**src/verilog/disp_pkg.sv**
```systemverilog
package disp_pkg;

    typedef logic [3:0] digit_code_t;   // 0..9 numerals, then blank and dash
    typedef logic [6:0] seg_t;          // a..g, bit 6 is a, active low

    localparam int NUM_DIGITS = 4;

    localparam digit_code_t CODE_BLANK = 4'd10;
    localparam digit_code_t CODE_DASH  = 4'd11;

    localparam seg_t SEG_DARK = 7'b111_1111;

    // segment pattern for one digit code
    function automatic seg_t glyph(input digit_code_t code);
        seg_t pattern;
        case (code)
            4'd0:       pattern = 7'b000_0001;
            4'd1:       pattern = 7'b100_1111;
            4'd2:       pattern = 7'b001_0010;
            4'd3:       pattern = 7'b000_0110;
            4'd4:       pattern = 7'b100_1100;
            4'd5:       pattern = 7'b010_0100;
            4'd6:       pattern = 7'b010_0000;
            4'd7:       pattern = 7'b000_1111;
            4'd8:       pattern = 7'b000_0000;
            4'd9:       pattern = 7'b000_0100;
            CODE_BLANK: pattern = SEG_DARK;
            CODE_DASH:  pattern = 7'b111_1110;  // g only
            default:    pattern = SEG_DARK;     // unused codes stay dark
        endcase
        return pattern;
    endfunction

endpackage

```
**src/verilog/timer_pkg.sv**
```systemverilog
package timer_pkg;

    typedef logic [3:0] bcd_t;

    // highest value each digit reaches before it carries
    localparam bcd_t SEC_LO_MAX = 4'd9;
    localparam bcd_t SEC_HI_MAX = 4'd5;
    localparam bcd_t MIN_LO_MAX = 4'd9;
    localparam bcd_t MIN_HI_MAX = 4'd5;

endpackage
```
**src/verilog/time_if.sv**
```systemverilog
`timescale 1ns/1ps

interface time_if import disp_pkg::*; ();

    digit_code_t sec_lo;
    digit_code_t sec_hi;
    digit_code_t min_lo;
    digit_code_t min_hi;    // leftmost digit

    modport source (
        output sec_lo, sec_hi, min_lo, min_hi
    );

    modport sink (
        input sec_lo, sec_hi, min_lo, min_hi
    );

endinterface

```
**src/verilog/display_scan.sv**
```systemverilog
`timescale 1ns/1ps

module display_scan import disp_pkg::*; #(
    parameter int SCAN_DIV = 6000
) (
    input  logic clk,
    input  logic reset,
    time_if.sink disp,
    output seg_t seg,
    output logic [3:0] digit_en
);

    localparam int SW = (SCAN_DIV > 2) ? $clog2(SCAN_DIV) : 1;
    localparam logic [SW-1:0] SCAN_LAST = SW'(SCAN_DIV - 1);

    logic [SW-1:0] scan_cnt;
    logic [1:0] digit_idx;      // 0 is min_hi, 3 is sec_lo
    digit_code_t cur_code;

    always_ff @(posedge clk or negedge reset) begin
        if (!reset) begin
            scan_cnt  <= '0;
            digit_idx <= '0;
        end else if (scan_cnt == SCAN_LAST) begin
            scan_cnt <= '0;
            if (digit_idx == 2'(NUM_DIGITS - 1)) begin
                digit_idx <= '0;
            end else begin
                digit_idx <= digit_idx + 2'd1;
            end
        end else begin
            scan_cnt <= scan_cnt + 1'b1;
        end
    end

    always_comb begin
        case (digit_idx)
            2'd0:    cur_code = disp.min_hi;
            2'd1:    cur_code = disp.min_lo;
            2'd2:    cur_code = disp.sec_hi;
            default: cur_code = disp.sec_lo;
        endcase
    end

    // outputs lag the selected code by one cycle
    always_ff @(posedge clk or negedge reset) begin
        if (!reset) begin
            seg      <= SEG_DARK;
            digit_en <= '0;
        end else begin
            seg      <= glyph(cur_code);
            digit_en <= 4'b1000 >> digit_idx;
        end
    end

    // enable holds or steps one digit to the right, wrapping to min_hi
    digit_en_onehot: assert property (
        @(posedge clk) disable iff (!reset)
        $past(reset, 2) |-> $onehot(digit_en) &&
            (digit_en == $past(digit_en) ||
             digit_en == {$past(digit_en[0]), $past(digit_en[3:1])})
    );

endmodule

```
**src/verilog/input_conditioner.sv**
```systemverilog
`timescale 1ns/1ps

module input_conditioner #(
    parameter int TICK_DIV = 50000000
) (
    input  logic clk,
    input  logic reset,
    input  logic start_btn,
    input  logic clear_btn,
    input  logic run,
    output logic start_pulse,
    output logic clear_pulse,
    output logic tick
);

    localparam int TW = (TICK_DIV > 2) ? $clog2(TICK_DIV) : 1;
    localparam logic [TW-1:0] TICK_LAST = TW'(TICK_DIV - 1);

    logic [1:0] btn_meta;       // bit 1 start, bit 0 clear
    logic [1:0] btn_sync;
    logic [1:0] btn_prev;
    logic [1:0] btn_pulse;
    logic [TW-1:0] tick_cnt;

    always_ff @(posedge clk or negedge reset) begin
        if (!reset) begin
            btn_meta  <= '0;
            btn_sync  <= '0;
            btn_prev  <= '0;
            btn_pulse <= '0;
        end else begin
            btn_meta  <= {start_btn, clear_btn};
            btn_sync  <= btn_meta;
            btn_prev  <= btn_sync;
            btn_pulse <= btn_sync & ~btn_prev;  // one cycle per press
        end
    end

    assign start_pulse = btn_pulse[1];
    assign clear_pulse = btn_pulse[0];

    // prescaler sits at zero while stopped
    always_ff @(posedge clk or negedge reset) begin
        if (!reset) begin
            tick_cnt <= '0;
        end else if (!run || tick_cnt == TICK_LAST) begin
            tick_cnt <= '0;
        end else begin
            tick_cnt <= tick_cnt + 1'b1;
        end
    end

    assign tick = run && (tick_cnt == TICK_LAST);

    // run must already have been high a cycle before any tick
    tick_after_run: assert property (
        @(posedge clk) disable iff (!reset)
        tick |-> $past(run)
    );

endmodule

```
**src/verilog/stopwatch_core.sv**
```systemverilog
`timescale 1ns/1ps

module stopwatch_core import disp_pkg::*, timer_pkg::*; (
    input  logic clk,
    input  logic reset,
    input  logic start_pulse,
    input  logic clear_pulse,
    input  logic tick,
    output logic run,
    time_if.source disp
);

    logic overflow;
    logic at_limit;
    bcd_t sec_lo;
    bcd_t sec_hi;
    bcd_t min_lo;
    bcd_t min_hi;

    assign at_limit = (sec_lo == SEC_LO_MAX) && (sec_hi == SEC_HI_MAX) &&
                      (min_lo == MIN_LO_MAX) && (min_hi == MIN_HI_MAX);

    always_ff @(posedge clk or negedge reset) begin
        if (!reset) begin
            run      <= 1'b0;
            overflow <= 1'b0;
            sec_lo   <= '0;
            sec_hi   <= '0;
            min_lo   <= '0;
            min_hi   <= '0;
        end else if (clear_pulse) begin      // clear beats start
            run      <= 1'b0;
            overflow <= 1'b0;
            sec_lo   <= '0;
            sec_hi   <= '0;
            min_lo   <= '0;
            min_hi   <= '0;
        end else begin
            if (start_pulse && !overflow) begin
                run <= ~run;
            end
            if (tick) begin
                if (at_limit) begin
                    overflow <= 1'b1;       // 59:59 plus one
                    run      <= 1'b0;
                end else if (sec_lo != SEC_LO_MAX) begin
                    sec_lo <= sec_lo + 4'd1;
                end else begin
                    sec_lo <= '0;
                    if (sec_hi != SEC_HI_MAX) begin
                        sec_hi <= sec_hi + 4'd1;
                    end else begin
                        sec_hi <= '0;
                        if (min_lo != MIN_LO_MAX) begin
                            min_lo <= min_lo + 4'd1;
                        end else begin
                            min_lo <= '0;
                            min_hi <= min_hi + 4'd1;
                        end
                    end
                end
            end
        end
    end

    assign disp.sec_lo = overflow ? CODE_DASH : digit_code_t'(sec_lo);
    assign disp.sec_hi = overflow ? CODE_DASH : digit_code_t'(sec_hi);
    assign disp.min_lo = overflow ? CODE_DASH : digit_code_t'(min_lo);
    assign disp.min_hi = overflow      ? CODE_DASH :
                         (min_hi == '0) ? CODE_BLANK : digit_code_t'(min_hi);

    bcd_in_range: assert property (
        @(posedge clk) disable iff (!reset)
        (sec_lo <= SEC_LO_MAX) && (sec_hi <= SEC_HI_MAX) &&
        (min_lo <= MIN_LO_MAX) && (min_hi <= MIN_HI_MAX)
    );

endmodule

```
**src/verilog/stopwatch_top.sv**
```systemverilog
`timescale 1ns/1ps

module stopwatch_top #(
    parameter int TICK_DIV = 50000000,
    parameter int SCAN_DIV = 6000
) (
    input  logic clk,
    input  logic reset,
    input  logic start_btn,
    input  logic clear_btn,
    output logic [6:0] seg,
    output logic [3:0] digit_en
);

    logic start_pulse;
    logic clear_pulse;
    logic tick;
    logic run;

    time_if disp_bus ();

    input_conditioner #(
        .TICK_DIV(TICK_DIV)
    ) u_input (
        .clk        (clk),
        .reset      (reset),
        .start_btn  (start_btn),
        .clear_btn  (clear_btn),
        .run        (run),
        .start_pulse(start_pulse),
        .clear_pulse(clear_pulse),
        .tick       (tick)
    );

    stopwatch_core u_core (
        .clk        (clk),
        .reset      (reset),
        .start_pulse(start_pulse),
        .clear_pulse(clear_pulse),
        .tick       (tick),
        .run        (run),
        .disp       (disp_bus.source)
    );

    display_scan #(
        .SCAN_DIV(SCAN_DIV)
    ) u_scan (
        .clk     (clk),
        .reset   (reset),
        .disp    (disp_bus.sink),
        .seg     (seg),
        .digit_en(digit_en)
    );

endmodule

```
**config.mk**
```make
export PLATFORM = sky130hd
export DESIGN_NAME = stopwatch_top
export DESIGN_NICKNAME = d
export VERILOG_FILES = /design/src/verilog/disp_pkg.sv /design/src/verilog/timer_pkg.sv /design/src/verilog/time_if.sv /design/src/verilog/display_scan.sv /design/src/verilog/input_conditioner.sv /design/src/verilog/stopwatch_core.sv /design/src/verilog/stopwatch_top.sv
export SDC_FILE = /design/constraint.sdc
export NUM_CORES = 1
export LEC_CHECK = 0
export BUFFER_PORTS_ARGS = -buffer_cell sky130_fd_sc_hd__buf_2
export CORE_MARGIN = 4
export CORE_UTILIZATION = 61
export DETAILED_ROUTE_END_ITERATION = 7
export HOLD_SLACK_MARGIN = 0.03
export PLACE_DENSITY = 0.83
export REMOVE_ABC_BUFFERS = 1
export SLEW_MARGIN = 20
export SYNTH_ARGS = -nofsm -noshare
export SYNTH_HDL_FRONTEND = slang
export SYNTH_HIERARCHICAL = 1
export SYNTH_SLANG_ARGS = --single-unit
```
**constraint.sdc**
```tcl
create_clock -name clk -period 3.5 [get_ports clk]
set_input_delay 0.35 -clock clk [delete_from_list [all_inputs] [get_ports clk]]
set_output_delay 0.35 -clock clk [all_outputs]
set_load 0.01 [all_outputs]
```
# Word level (Yosys, flattened, before mapping)

Memories as Yosys holds them, arrays and structs flattened. A register that Yosys moved wholly into a read port is not among the register bits.
Cells that the tools add are included.

Word-level logic and storage cells: 97
Output and inout bits: 11
Bits of input ports: 4
Register bits after elaboration: 71
Memory bits (read-only): 112
Memories: 1

Memories:

| name            | depth | width | read ports | clocked after memory_dff | wr ports | line           | RTL |
|---|---|---|---|---|---|---|---|
| (no name shown) | 16    | 7     | 1          | 1                        | 0        | disp_pkg.sv:16 | `case (code)` |

Equality and inequality tests: 16
Bitwise operators: 3
Shift operators: 1
Reductions and logical operators: 18
Add/subtract/negate cells: 7
Mux-type cells: 37

Operator list:

| operator              | number |
|---|---|
| $mux 4                | 26 |
| $add 26x1->26 const B | 1 |
| $eq 26x26->1 const B  | 1 |
| $mux 26               | 1 |
| $add 4x1->4 const B   | 4 |
| $add 13x1->13 const B | 1 |
| $eq 13x13->1 const B  | 1 |
| $mux 13               | 1 |
| $pmux 4 s3            | 1 |
| $eq 4x3->1 const B    | 2 |
| $eq 4x4->1 const B    | 2 |
| $ne 2x2->1 const B    | 4 |
| $ne 4x4->1 const B    | 2 |
| $mux 1                | 7 |
| $logic_and 1x1->1     | 5 |
| $reduce_and 5->1      | 1 |
| $eq 2x2->1 const B    | 2 |
| $logic_not 4->1       | 1 |
| $ne 4x3->1 const B    | 1 |
| $reduce_and 2->1      | 2 |
| $reduce_and 4->1      | 1 |
| $reduce_bool 2->1     | 2 |
| $shr 4x2->4 const A   | 1 |
| $logic_not 1->1       | 3 |
| other kinds (9)       | 9 |

# Longest topological paths before layout

Gate-level depths: netlist of the first run.

Depth in word-level cells: 7
Gate-level depth with buffers: 12
Depth with buffers taken out: 12

# Modules after synthesis

The synthesis of the first run kept the hierarchy.

By module, submodules not included:

| module            | area an instance (sq um) | sequential area each (sq um) | cells an instance | times used |
|---|---|---|---|---|
| input_conditioner | 1644.1                   | 850.8                        | 152               | 1 |
| display_scan      | 1352.5                   | 659.4                        | 121               | 1 |
| stopwatch_core    | 1214.9                   | 450.4                        | 136               | 1 |

# Least setup slack after synthesis of the first run

OpenSTA, ideal clock, no wires.

Kind: register -> register
From: register u_input.tick_cnt[16]
To: register u_core.min_hi[3]
Clock period less this slack: 2387 ps
Buffers on the path: 2
Arrival: 2309 ps
Data required time: 3422 ps
Path slack: 1113 ps
Stages on the path, launching flop included: 10
Setup time: 78 ps
Cells stage by stage: dfrtp_1 -> nor4b_1 -> nand4_1 -> nor4_1 -> buf_4 -> and4b_1 -> buf_6 -> nand4_4 -> or3_1 -> a21oi_1

Longest elaborated chain between the ends: 4

RTL lines:

| element                            | line                    | RTL |
|---|---|---|
| start: declaration                 | input_conditioner.sv:23 | `logic [TW-1:0] tick_cnt;` |
| start signal: assignment           | input_conditioner.sv:49 | `tick_cnt <= tick_cnt + 1'b1;` |
| $eq 26x26->1                       | input_conditioner.sv:53 | `assign tick = run && (tick_cnt == TICK_LAST);` |
| $logic_and 1x1->1                  | input_conditioner.sv:53 |  |
| net tick                           | stopwatch_top.sv:17     | `logic tick;` |
| $reduce_bool 2->1 (no source line) | n/a                     |  |
| $reduce_and 5->1 (no source line)  | n/a                     |  |
| end signal: assignment             | stopwatch_core.sv:58    | `min_hi <= min_hi + 4'd1;` |
| end: declaration                   | stopwatch_core.sv:18    | `bcd_t min_hi;` |

The timed path passes the listed nets, and every way through them passes these cells.
A chain may end at the register's enable or synchronous reset.

# Worst setup path in the final report of the first run

Ends and elaborated chain as after synthesis.

==> run metrics, run 1 <==
status=complete, no violations; Port Buf Inserts=14; dpl ws=0.813 ns; fill count=roughly 500; Yosys warnings=6; sequential-to-total area share from yosys stat=a little under half; worst vdd ir=between 0.0003 and 0.0004 V; GPL Wtd Cong=around 0.90; Max Root-Sink Buffers=2; final non-filler cell total=between 500 and 600; CTS tree=built; CP Capture Type=register; Worst R2R Start=u_input/tick_cnt[16]; chip height=approximately 90 microns; critical path data arrival time=3.00 ns; most frequent cell after synthesis=dfrtp_1; reg2reg path depth=8; ratio of cells with drive above 1 in the final layout=between 10% and 20%; worst hold slack=0.108 ns; fmax=between 300 and 400 MHz; number of synthesized flops with an enable pin=0; P_leak=between 0.002 and 0.0025 uW; top_reg_cell synth=dfrtp_1; Max FO, Critical Path=9; final setup violation count=0; top area cells in the synthesized netlist=dfrtp_1 (42%), ha_1 (6.5%), dfstp_2 (4.4%); largest net degree at the start of global routing=79; TritonCTS Buffers=9; Reg-to-Reg End=u_core/min_hi[3]; Routed WL per cell=between 10 and 15 microns; number of vias per cell=about 5.9; CP Capture Point=u_core/min_hi[3]; via count=just under 3000; slowest CP cell=dfrtp_1; worst path buffer plus inverter count=1; WL final=about 7500 microns; Synth area leader=dfrtp_1; Post-Syn Area=about 0.0042 sq mm; Max-slew headroom=about 34%; synth cell count leaders=dfrtp_1 (71), nor2_1 (40), a21oi_1 (28); Layout area overhead=7.43%; crit path from=u_input/tick_cnt[16]; later-pin clock latency in the skew report=approximately 0.35 ns; r2r setup slk=between 0.7 and 0.8 ns; #FFs+latches synth=78; Post-CTS Resized=0; Worst Tran Pin Value=just under 1 ns; PwrDens=between 300 and 400 mW/mm^2; clk_skew=about 0.0074 ns; Clock transition at path regs=~0.080 ns; fin crit share=approximately four fifths; CTS sink cnt=around 80; die width=~91 microns; hpwl dp=about 5100 microns; Fin. Hold Viols=0; final worst slack=0.764 ns; post-synthesis cell type count=60; CTS root buffer=clkbuf_8; element type at the critical path start=register; antenna cell count=0; Initial Util=between 60% and 70%; first-pass GRT wire length=13600 microns; final core occ=about two thirds; RSZ-0062 raised after global routing=no; max-slew violations=0; DRC viols=0; Core ar.=around 0.0068 sq mm; hold_buf cts=0; Tmin final=2.74 ns; antenna-violating nets left=0; DR pass1 iterations=4; Synth Instances=409; row cnt=30; die area=around 0.0083 sq mm; vias in the first global route=between 3000 and 4000; top cell type's share of synthesized area=42.2%; Initial DRC Count=approximately 200; Crit path depth=8; htree depth=3; slowest stage delay, CP=approximately 0.48 ns; Post-Place Cells=roughly 500; Tot GR Track Use=roughly 20%; IO Pins=15; Max-cap violations=0; total grt overflow=0; Req. time, crit path=roughly 3.8 ns; CP delay by family, top=simple AND/OR/NAND/NOR gates; critical-path cell list=nor4b_1 -> nand4_1 -> nor4_1 -> buf_4 -> and4b_1 -> nand4_4 -> or3_1 -> a21oi_1; Avg Cell Area, Syn=~10 sq um; share of synthesized registers carrying an async set or reset=100%; Post-CTS Setup Inserts=0; kind of critical path=register to register; initial antenna violation count=0; Final #Nets=~450; worst min-delay path class=primary input to asynchronous set/reset pin; Setup TNS Final=0 ns
==> where the power goes <==
group          switching (uW)  leakage, uW  total [uW]  internal [uW]
clock network             339     0.000110         765            426
logic                    43.6     0.000864        57.4           13.7
registers                16.4      0.00103         930            913
total                     399      0.00200        1750           1350
==> cells by family (layout without fill, tap and decap cells) <==
logic type	Yosys count	in the layout	share of synthesized area, %
DFF	78	78	46.6
buffers and inverters	37	55	4.46
adders and majority gates	22	22	6.54
xor gates and xnor gates	25	25	5.20
AOI/OAI and AO/OA	66	66	9.92
and+or+nand+nor	170	170	24.6
muxes	11	11	2.73
==> flip-flops by register name (all words and copies together), names as in the netlist, 2 cells and up <==
name / cells
u_input/btn_sync: 2
u_core/min_lo: 4
u_core/sec_lo: 4
u_scan/seg: 7
u_input/btn_meta: 2
u_scan/digit_en: 4
u_input/btn_pulse: 2
u_input/btn_prev: 2
u_scan/scan_cnt: 13
u_core/sec_hi: 4
u_scan/digit_idx: 2
u_input/tick_cnt: 26
u_core/min_hi: 4
==> through the flow <==
stage	cell area, sq um	power (uW)
detailed placement	4290	1010
global placement	4290	1010
finish	4520	1750
floorplan	4110	975
global route	4520	1830
CTS	4520	1770
==> worst min-delay path by stage <==
stage,to,slack [ns],cells after the start
after floorplan,u_core/min_hi[0],0.05,0
after global placement,u_input/btn_sync[1],0.33,0
after detailed placement,u_input/btn_sync[0],0.33,0
after CTS,u_input/btn_meta[1],0.09,1
after global routing,u_input/btn_meta[1],0.08,1
final,u_core/min_hi[0],0.11,1
==> cell usage in the layout (no fill, tap or decap), types with 3 or more instances in the layout <==
master	n
nor4_1	7
nor2b_1	11
ha_1	22
buf_2	13
a311oi_1	3
nand4_4	3
a222oi_1	3
xor2_1	9
nand3_1	17
and4_1	4
o31ai_1	7
inv_1	23
a21oi_1	28
nor3_1	9
or3_1	6
nand2_1	18
or2_2	6
or4_1	5
clkbuf_8	10
mux2i_1	9
and3_1	5
xnor2_1	16
and4b_1	3
o21ai_0	12
nor2_1	40
nand2b_1	5
dfrtp_1	71
dfstp_2	7
nand3b_1	3
nand4_1	11
==> layer usage <==
layer	GRT usage, %	vias to the layer above	wire [microns]
met4	6.03	0	96
met5	0	-	0
li1	-	1483	-
met2	32.2	55	3740
met3	5.72	10	236
met1	25.7	1425	3430
==> area by class of cell <==
| type | count | area (sq um) | area share [%] |
|---|---|---|---|
| clock buffers | 10 | 138 | 3.04 |
| clock inverters | 6 | 92.6 | 2.05 |
| inverters | 24 | 90.1 | 1.99 |
| multi-input cells | 294 | 2060 | 45.6 |
| flip-flops and latches | 78 | 1960 | 43.3 |
| well taps | 80 | 100 | 2.21 |
| repair buffers | 15 | 80.1 | 1.77 |
(Power assumes the default switching activity.)
==> run 2: changes to the inputs <==
- CORE_UTILIZATION: 61 -> 56
- PLACE_DENSITY: 0.83 -> 0.8
- clock period: 3.5 -> 2.2 ns (I/O delays scaled with it)
==> run metrics, run 2 (same netlist as run 1, synthesis figures left out) <==
Post-Place Cells=roughly 550; cell area after layout=between 0.005 and 0.006 sq mm; status=complete, but fails checks; vias in the first global route=roughly 3300; via count=roughly 3400; Max FO, Critical Path=2; r2r setup slk=-0.08 ns; GPL Wtd Cong=between 0.8 and 0.9; fmax=about 440 MHz; Fin. Hold Viols=0; row cnt=31; Tot GR Track Use=around a fifth; final non-filler cell total=roughly 580; Clock transition at path regs=approximately 0.080 ns; Max-cap violations=0; WL final=9080 microns; worst vdd ir=~0.0004 V; hpwl dp=approximately 5700 microns; Layout area overhead=23.1%; Largest register FFs=26; commonest non-fill, non-tap cell in the layout=dfrtp_1; number of vias per cell=around 5.8; Most flops, register=u_input/tick_cnt; PwrDens=537 mW/mm^2; Routed WL per cell=between 15 and 20 microns; Reg-to-Reg End=u_core/sec_hi[3]; antenna cell count=0; Initial DRC Count=between 200 and 250; met2 global-route usage=35.5%; Worst Tran Pin Value=roughly 0.76 ns; chip height=94.7 microns; htree depth=3; first-pass GRT wire length=between 10000 and 15000 microns; Core ar.=0.00729 sq mm; Max-slew headroom=around 50%; placed cell areas=around 0.0046 sq mm; failing checks=setup timing; TritonCTS Buffers=9; antenna-violating nets left=0; DRC viols=0; reg2reg path depth=9; worst hold slack=around 0.35 ns; dpl ws=-0.315 ns; RSZ-0062 raised after global routing=yes; later-pin clock latency in the skew report=0.35 ns; fin crit share=104%; die width=about 95 microns; Port Buf Inserts=14; GR Layer Usage met1=about a quarter; GRT busiest layer=met2; CTS root buffer=clkbuf_8; initial antenna violation count=0; Max Root-Sink Buffers=2; DR pass1 iterations=7; ratio of cells with drive above 1 in the final layout=between 30 and 40%; most frequent cells in the layout=dfrtp_1 (71), buf_4 (47), nor2_1 (40); clk_skew=slightly above 0.007 ns; CTS sink cnt=between 70 and 80; element type at the critical path start=register; CTS tree=built; Initial Util=slightly below 60%; CP Capture Type=register; Final #Nets=approximately 500; Tmin final=around 2.3 ns; largest net degree at the start of global routing=48; P_leak=~0.0023 uW; die area=roughly 0.009 sq mm; final worst slack=-0.0775 ns; kind of critical path=register to register; Req. time, crit path=approximately 2.5 ns; IO Pins=15; worst hold stages=0; met3 GRT Util=under 10%; largest registers=u_input/tick_cnt (26), u_scan/scan_cnt (13), u_scan/seg (7); Worst R2R Start=u_input/tick_cnt[0]; Min-Delay Endpoint=u_input/btn_sync[0]; final setup violation count=6; total grt overflow=0; max-slew violations=0; critical path data arrival time=around 2.6 ns; HP Start=u_input/btn_meta[0]; worst min-delay path class=register to register
[run 2: cell count changes in the layout (fill, tap and decap cells not counted), sizes merged]
cell and change:
buf +53, dlygate4sd3 +3, clkinv +2, clkinvlp -1, inv -1
[run 2: layout make-up]
| cell class | instances | area [sq um] |
|---|---|---|
| Clock buffer | 10 | 128 |
| Clock inverter | 6 | 86.3 |
| Fill cell | 540 | 2110 |
| Inverter | 24 | 92.6 |
| Multi-Input combinational cell | 294 | 2240 |
| Sequential cell | 78 | 1960 |
| Tap cell | 99 | 124 |
| Timing Repair Buffer | 71 | 556 |
[run 2: routing by layer]
| layer | part of all wire, % | wire [microns] |
|---|---|---|
| met1 | 42 | 3820 |
| met2 | 51 | 4670 |
| met3 | 3.9 | 357 |
| met4 | 2.6 | 235 |
| met5 | 0 | 0 |
[run 2: how the worst max path moves through the flow]
stage	to	startpoint	depth (start not counted)	slack (ns)
after floorplan	u_core/min_hi[3]	u_input/tick_cnt[16]	7	-0.67
after CTS	u_core/sec_hi[3]	u_input/tick_cnt[0]	9	-0.04
after detailed placement	u_core/min_hi[3]	u_input/tick_cnt[16]	8	-0.31
after global routing	u_core/sec_hi[3]	u_input/tick_cnt[0]	9	-0.17
after global placement	u_core/min_hi[3]	u_input/tick_cnt[16]	8	-0.24
final	u_core/sec_hi[3]	u_input/tick_cnt[0]	9	-0.08
[run 2: metrics by stage]
stage	util [%]	total power, uW	TNS (ns)
4_1_cts	67.3	2820	-0.0477
3_5_place_dp	63.1	1640	-2.86
3_3_place_gp	63.1	1630	-1.90
5_1_grt	71.1	2890	-1.54
6_report	71.1	2780	-0.305
2_1_floorplan	-	1550	-6.33
[run 2: power breakdown]
| group | internal, uW | switching (uW) | leakage [uW] |
|---|---|---|---|
| Sequential | 1450 | 14.3 | 0.00103 |
| Clock | 639 | 531 | 0.000107 |
| Combinational | 51.8 | 94.9 | 0.00118 |
[run 2: worst max-delay path: stages, from the launching register on]
cell,delay (ns)
dfrtp_1,0.36
ha_2,0.18
and3_4,0.20
nand3_4,0.08
nor4_2,0.25
buf_4,0.15
and4b_2,0.28
nand4_1,0.13
or3_4,0.41
a21oi_2,0.15
[run 2: what timing repair did]
item                       4_1_cts  5_1_grt
setup endpoints to repair       18       18
pin swaps                       12       18
buffers inserted                 5       13
resized for setup                7       40
hold buffers                     3        0
hold endpoints to repair        41        0
==> run 3: changes to the inputs <==
- CORE_ASPECT_RATIO: unset -> 1.25
- PLACE_DENSITY: 0.8 -> 0.81
==> run metrics, run 3 (same netlist as run 1, synthesis figures left out) <==
fin crit share=103%; Most flops, register=u_input/tick_cnt; most frequent cells in the layout=dfrtp_1 (71), buf_4 (46), nor2_1 (38); Fin. Hold Viols=0; CTS tree=built; total grt overflow=0; die width=~86 microns; r2r setup slk=-0.06 ns; Initial Util=a little under three fifths; reg2reg path depth=11; CP Capture Type=register; Initial DRC Count=approximately 220; via count=3331; Tot GR Track Use=approximately a fifth; Largest register FFs=26; commonest non-fill, non-tap cell in the layout=dfrtp_1; Setup TNS Final=-0.338 ns; Tmin final=2.26 ns; final setup violation count=12; met3 GRT Util=~4.8%; antenna cell count=0; clk_skew=0.0159 ns; Worst Tran Pin Value=between 0.6 and 0.7 ns; CTS sink cnt=between 70 and 80; element type at the critical path start=register; later-pin clock latency in the skew report=approximately 0.37 ns; ratio of cells with drive above 1 in the final layout=between 20% and 30%; largest registers=u_input/tick_cnt (26), u_scan/scan_cnt (13), u_scan/seg (7); first-pass GRT wire length=approximately 15000 microns; largest net degree at the start of global routing=41; antenna-violating nets left=0; IO Pins=15; P_leak=~0.0023 uW; DRC viols=0; critical path data arrival time=between 2 and 3 ns; WL final=8950 microns; Max FO, Critical Path=4; row cnt=35; sequential cell area=slightly below 0.002 sq mm; HP Start=u_input/btn_meta[0]; Clock transition at path regs=about 0.09 ns; htree depth=3; die area=0.00898 sq mm; Tot Pwr=between 2000 and 3000 uW; Worst R2R Start=u_core/min_hi[0]; number of vias per cell=5.83; worst vdd ir=between 0.0005 and 0.0006 V; Core ar.=around 0.0074 sq mm; worst min-delay path class=register to register; met2 global-route usage=between 30% and 40%; DR pass1 iterations=4; Max-cap violations=0; chip height=approximately 100 microns; area occupied by multi-input gates=0.00222 sq mm; Port Buf Inserts=14; RSZ-0062 raised after global routing=yes; final worst slack=-0.0633 ns; Layout area overhead=21.5%; vias in the first global route=3221; Final #Nets=500; Max Root-Sink Buffers=2; status=complete, but fails checks; cell area after layout=~0.0051 sq mm; Reg-to-Reg End=u_scan/seg[3]; CTS root buffer=clkbuf_8; dpl ws=-0.231 ns; TritonCTS Buffers=9; worst hold stages=0; Routed WL per cell=15.7 microns; Req. time, crit path=about 2.5 ns; max-slew violations=0; hpwl dp=around 5800 microns; Max-slew headroom=approximately three fifths; GRT busiest layer=met2; kind of critical path=register to register; fmax=approximately 440 MHz; worst hold slack=between 0.3 and 0.4 ns; GPL Wtd Cong=slightly above 0.8; PwrDens=approximately 560 mW/mm^2; fill count=524; failing checks=setup timing; Min-Delay Endpoint=u_input/btn_sync[0]; GR Layer Usage met1=approximately a quarter; initial antenna violation count=0; placed cell areas=between 0.004 and 0.005 sq mm
## run 3: changes by cell type in the layout (fill, tap and decap cells not counted), moves of 2 or more
cell | previous run | this run
clkinv_2 | 2 | 0
nor2_1 | 40 | 38
buf_6 | 6 | 4
nor4_1 | 5 | 7
nor4_2 | 2 | 0
## run 3: worst max-delay path, cell delays in order (launching register included)
cell	delay, ns
dfrtp_1	0.38
inv_1	0.12
ha_4	0.15
inv_2	0.04
nor3_2	0.12
o21ai_0	0.11
a222oi_1	0.34
mux2i_1	0.21
inv_2	0.14
ha_2	0.29
mux2i_1	0.19
a21oi_1	0.10
## run 3: how the worst max path moves through the flow
stage	startpoint	endpoint	slack, ns	cells past startpoint
after global routing	u_core/min_hi[0]	u_scan/seg[3]	-0.29	11
after CTS	u_input/tick_cnt[24]	u_core/min_lo[2]	-0.07	8
final	u_core/min_hi[0]	u_scan/seg[3]	-0.06	11
after detailed placement	u_input/tick_cnt[16]	u_core/min_hi[3]	-0.23	8
after global placement	u_input/tick_cnt[18]	u_core/min_hi[3]	-0.22	8
after floorplan	u_input/tick_cnt[16]	u_core/min_hi[3]	-0.67	7
## run 3: cell type report
cell class                      count  area share (%)
Inverter                           24            1.76
Clock buffer                        9            2.42
Tap cell                           92            2.25
Multi-Input combinational cell    294            43.3
Clock inverter                      7            2.05
Timing Repair Buffer               67            9.88
Sequential cell                    78            38.3
## run 3: power breakdown
part	internal, uW	leakage [uW]	switching, uW	total, uW
Combinational	49.9	0.00116	91.8	142
Sequential	1450	0.00103	14.2	1470
Clock	656	0.000112	589	1240
## run 3: per-stage QoR
step	utilization, %	instances
2_1_floorplan	-	396
3_3_place_gp	62.4	539
3_5_place_dp	62.4	539
4_1_cts	67.3	566
5_1_grt	69.6	571
6_report	69.6	571
## run 3: routing by layer
layer,vias to the layer above,wire length (microns)
li1,1587,-
met1,1660,3560
met2,67,4860
met3,17,348
met4,0,177
met5,-,0
## run 3: repair_timing
| item | 4_1_cts | 5_1_grt |
|---|---|---|
| buffers inserted | 8 | 6 |
| resized for setup | 12 | 28 |
| pin swaps | 19 | 14 |
| endpoints found under the setup margin | 18 | 20 |
| endpoints found under the hold margin | 40 | 0 |
| hold buffers | 3 | 0 |
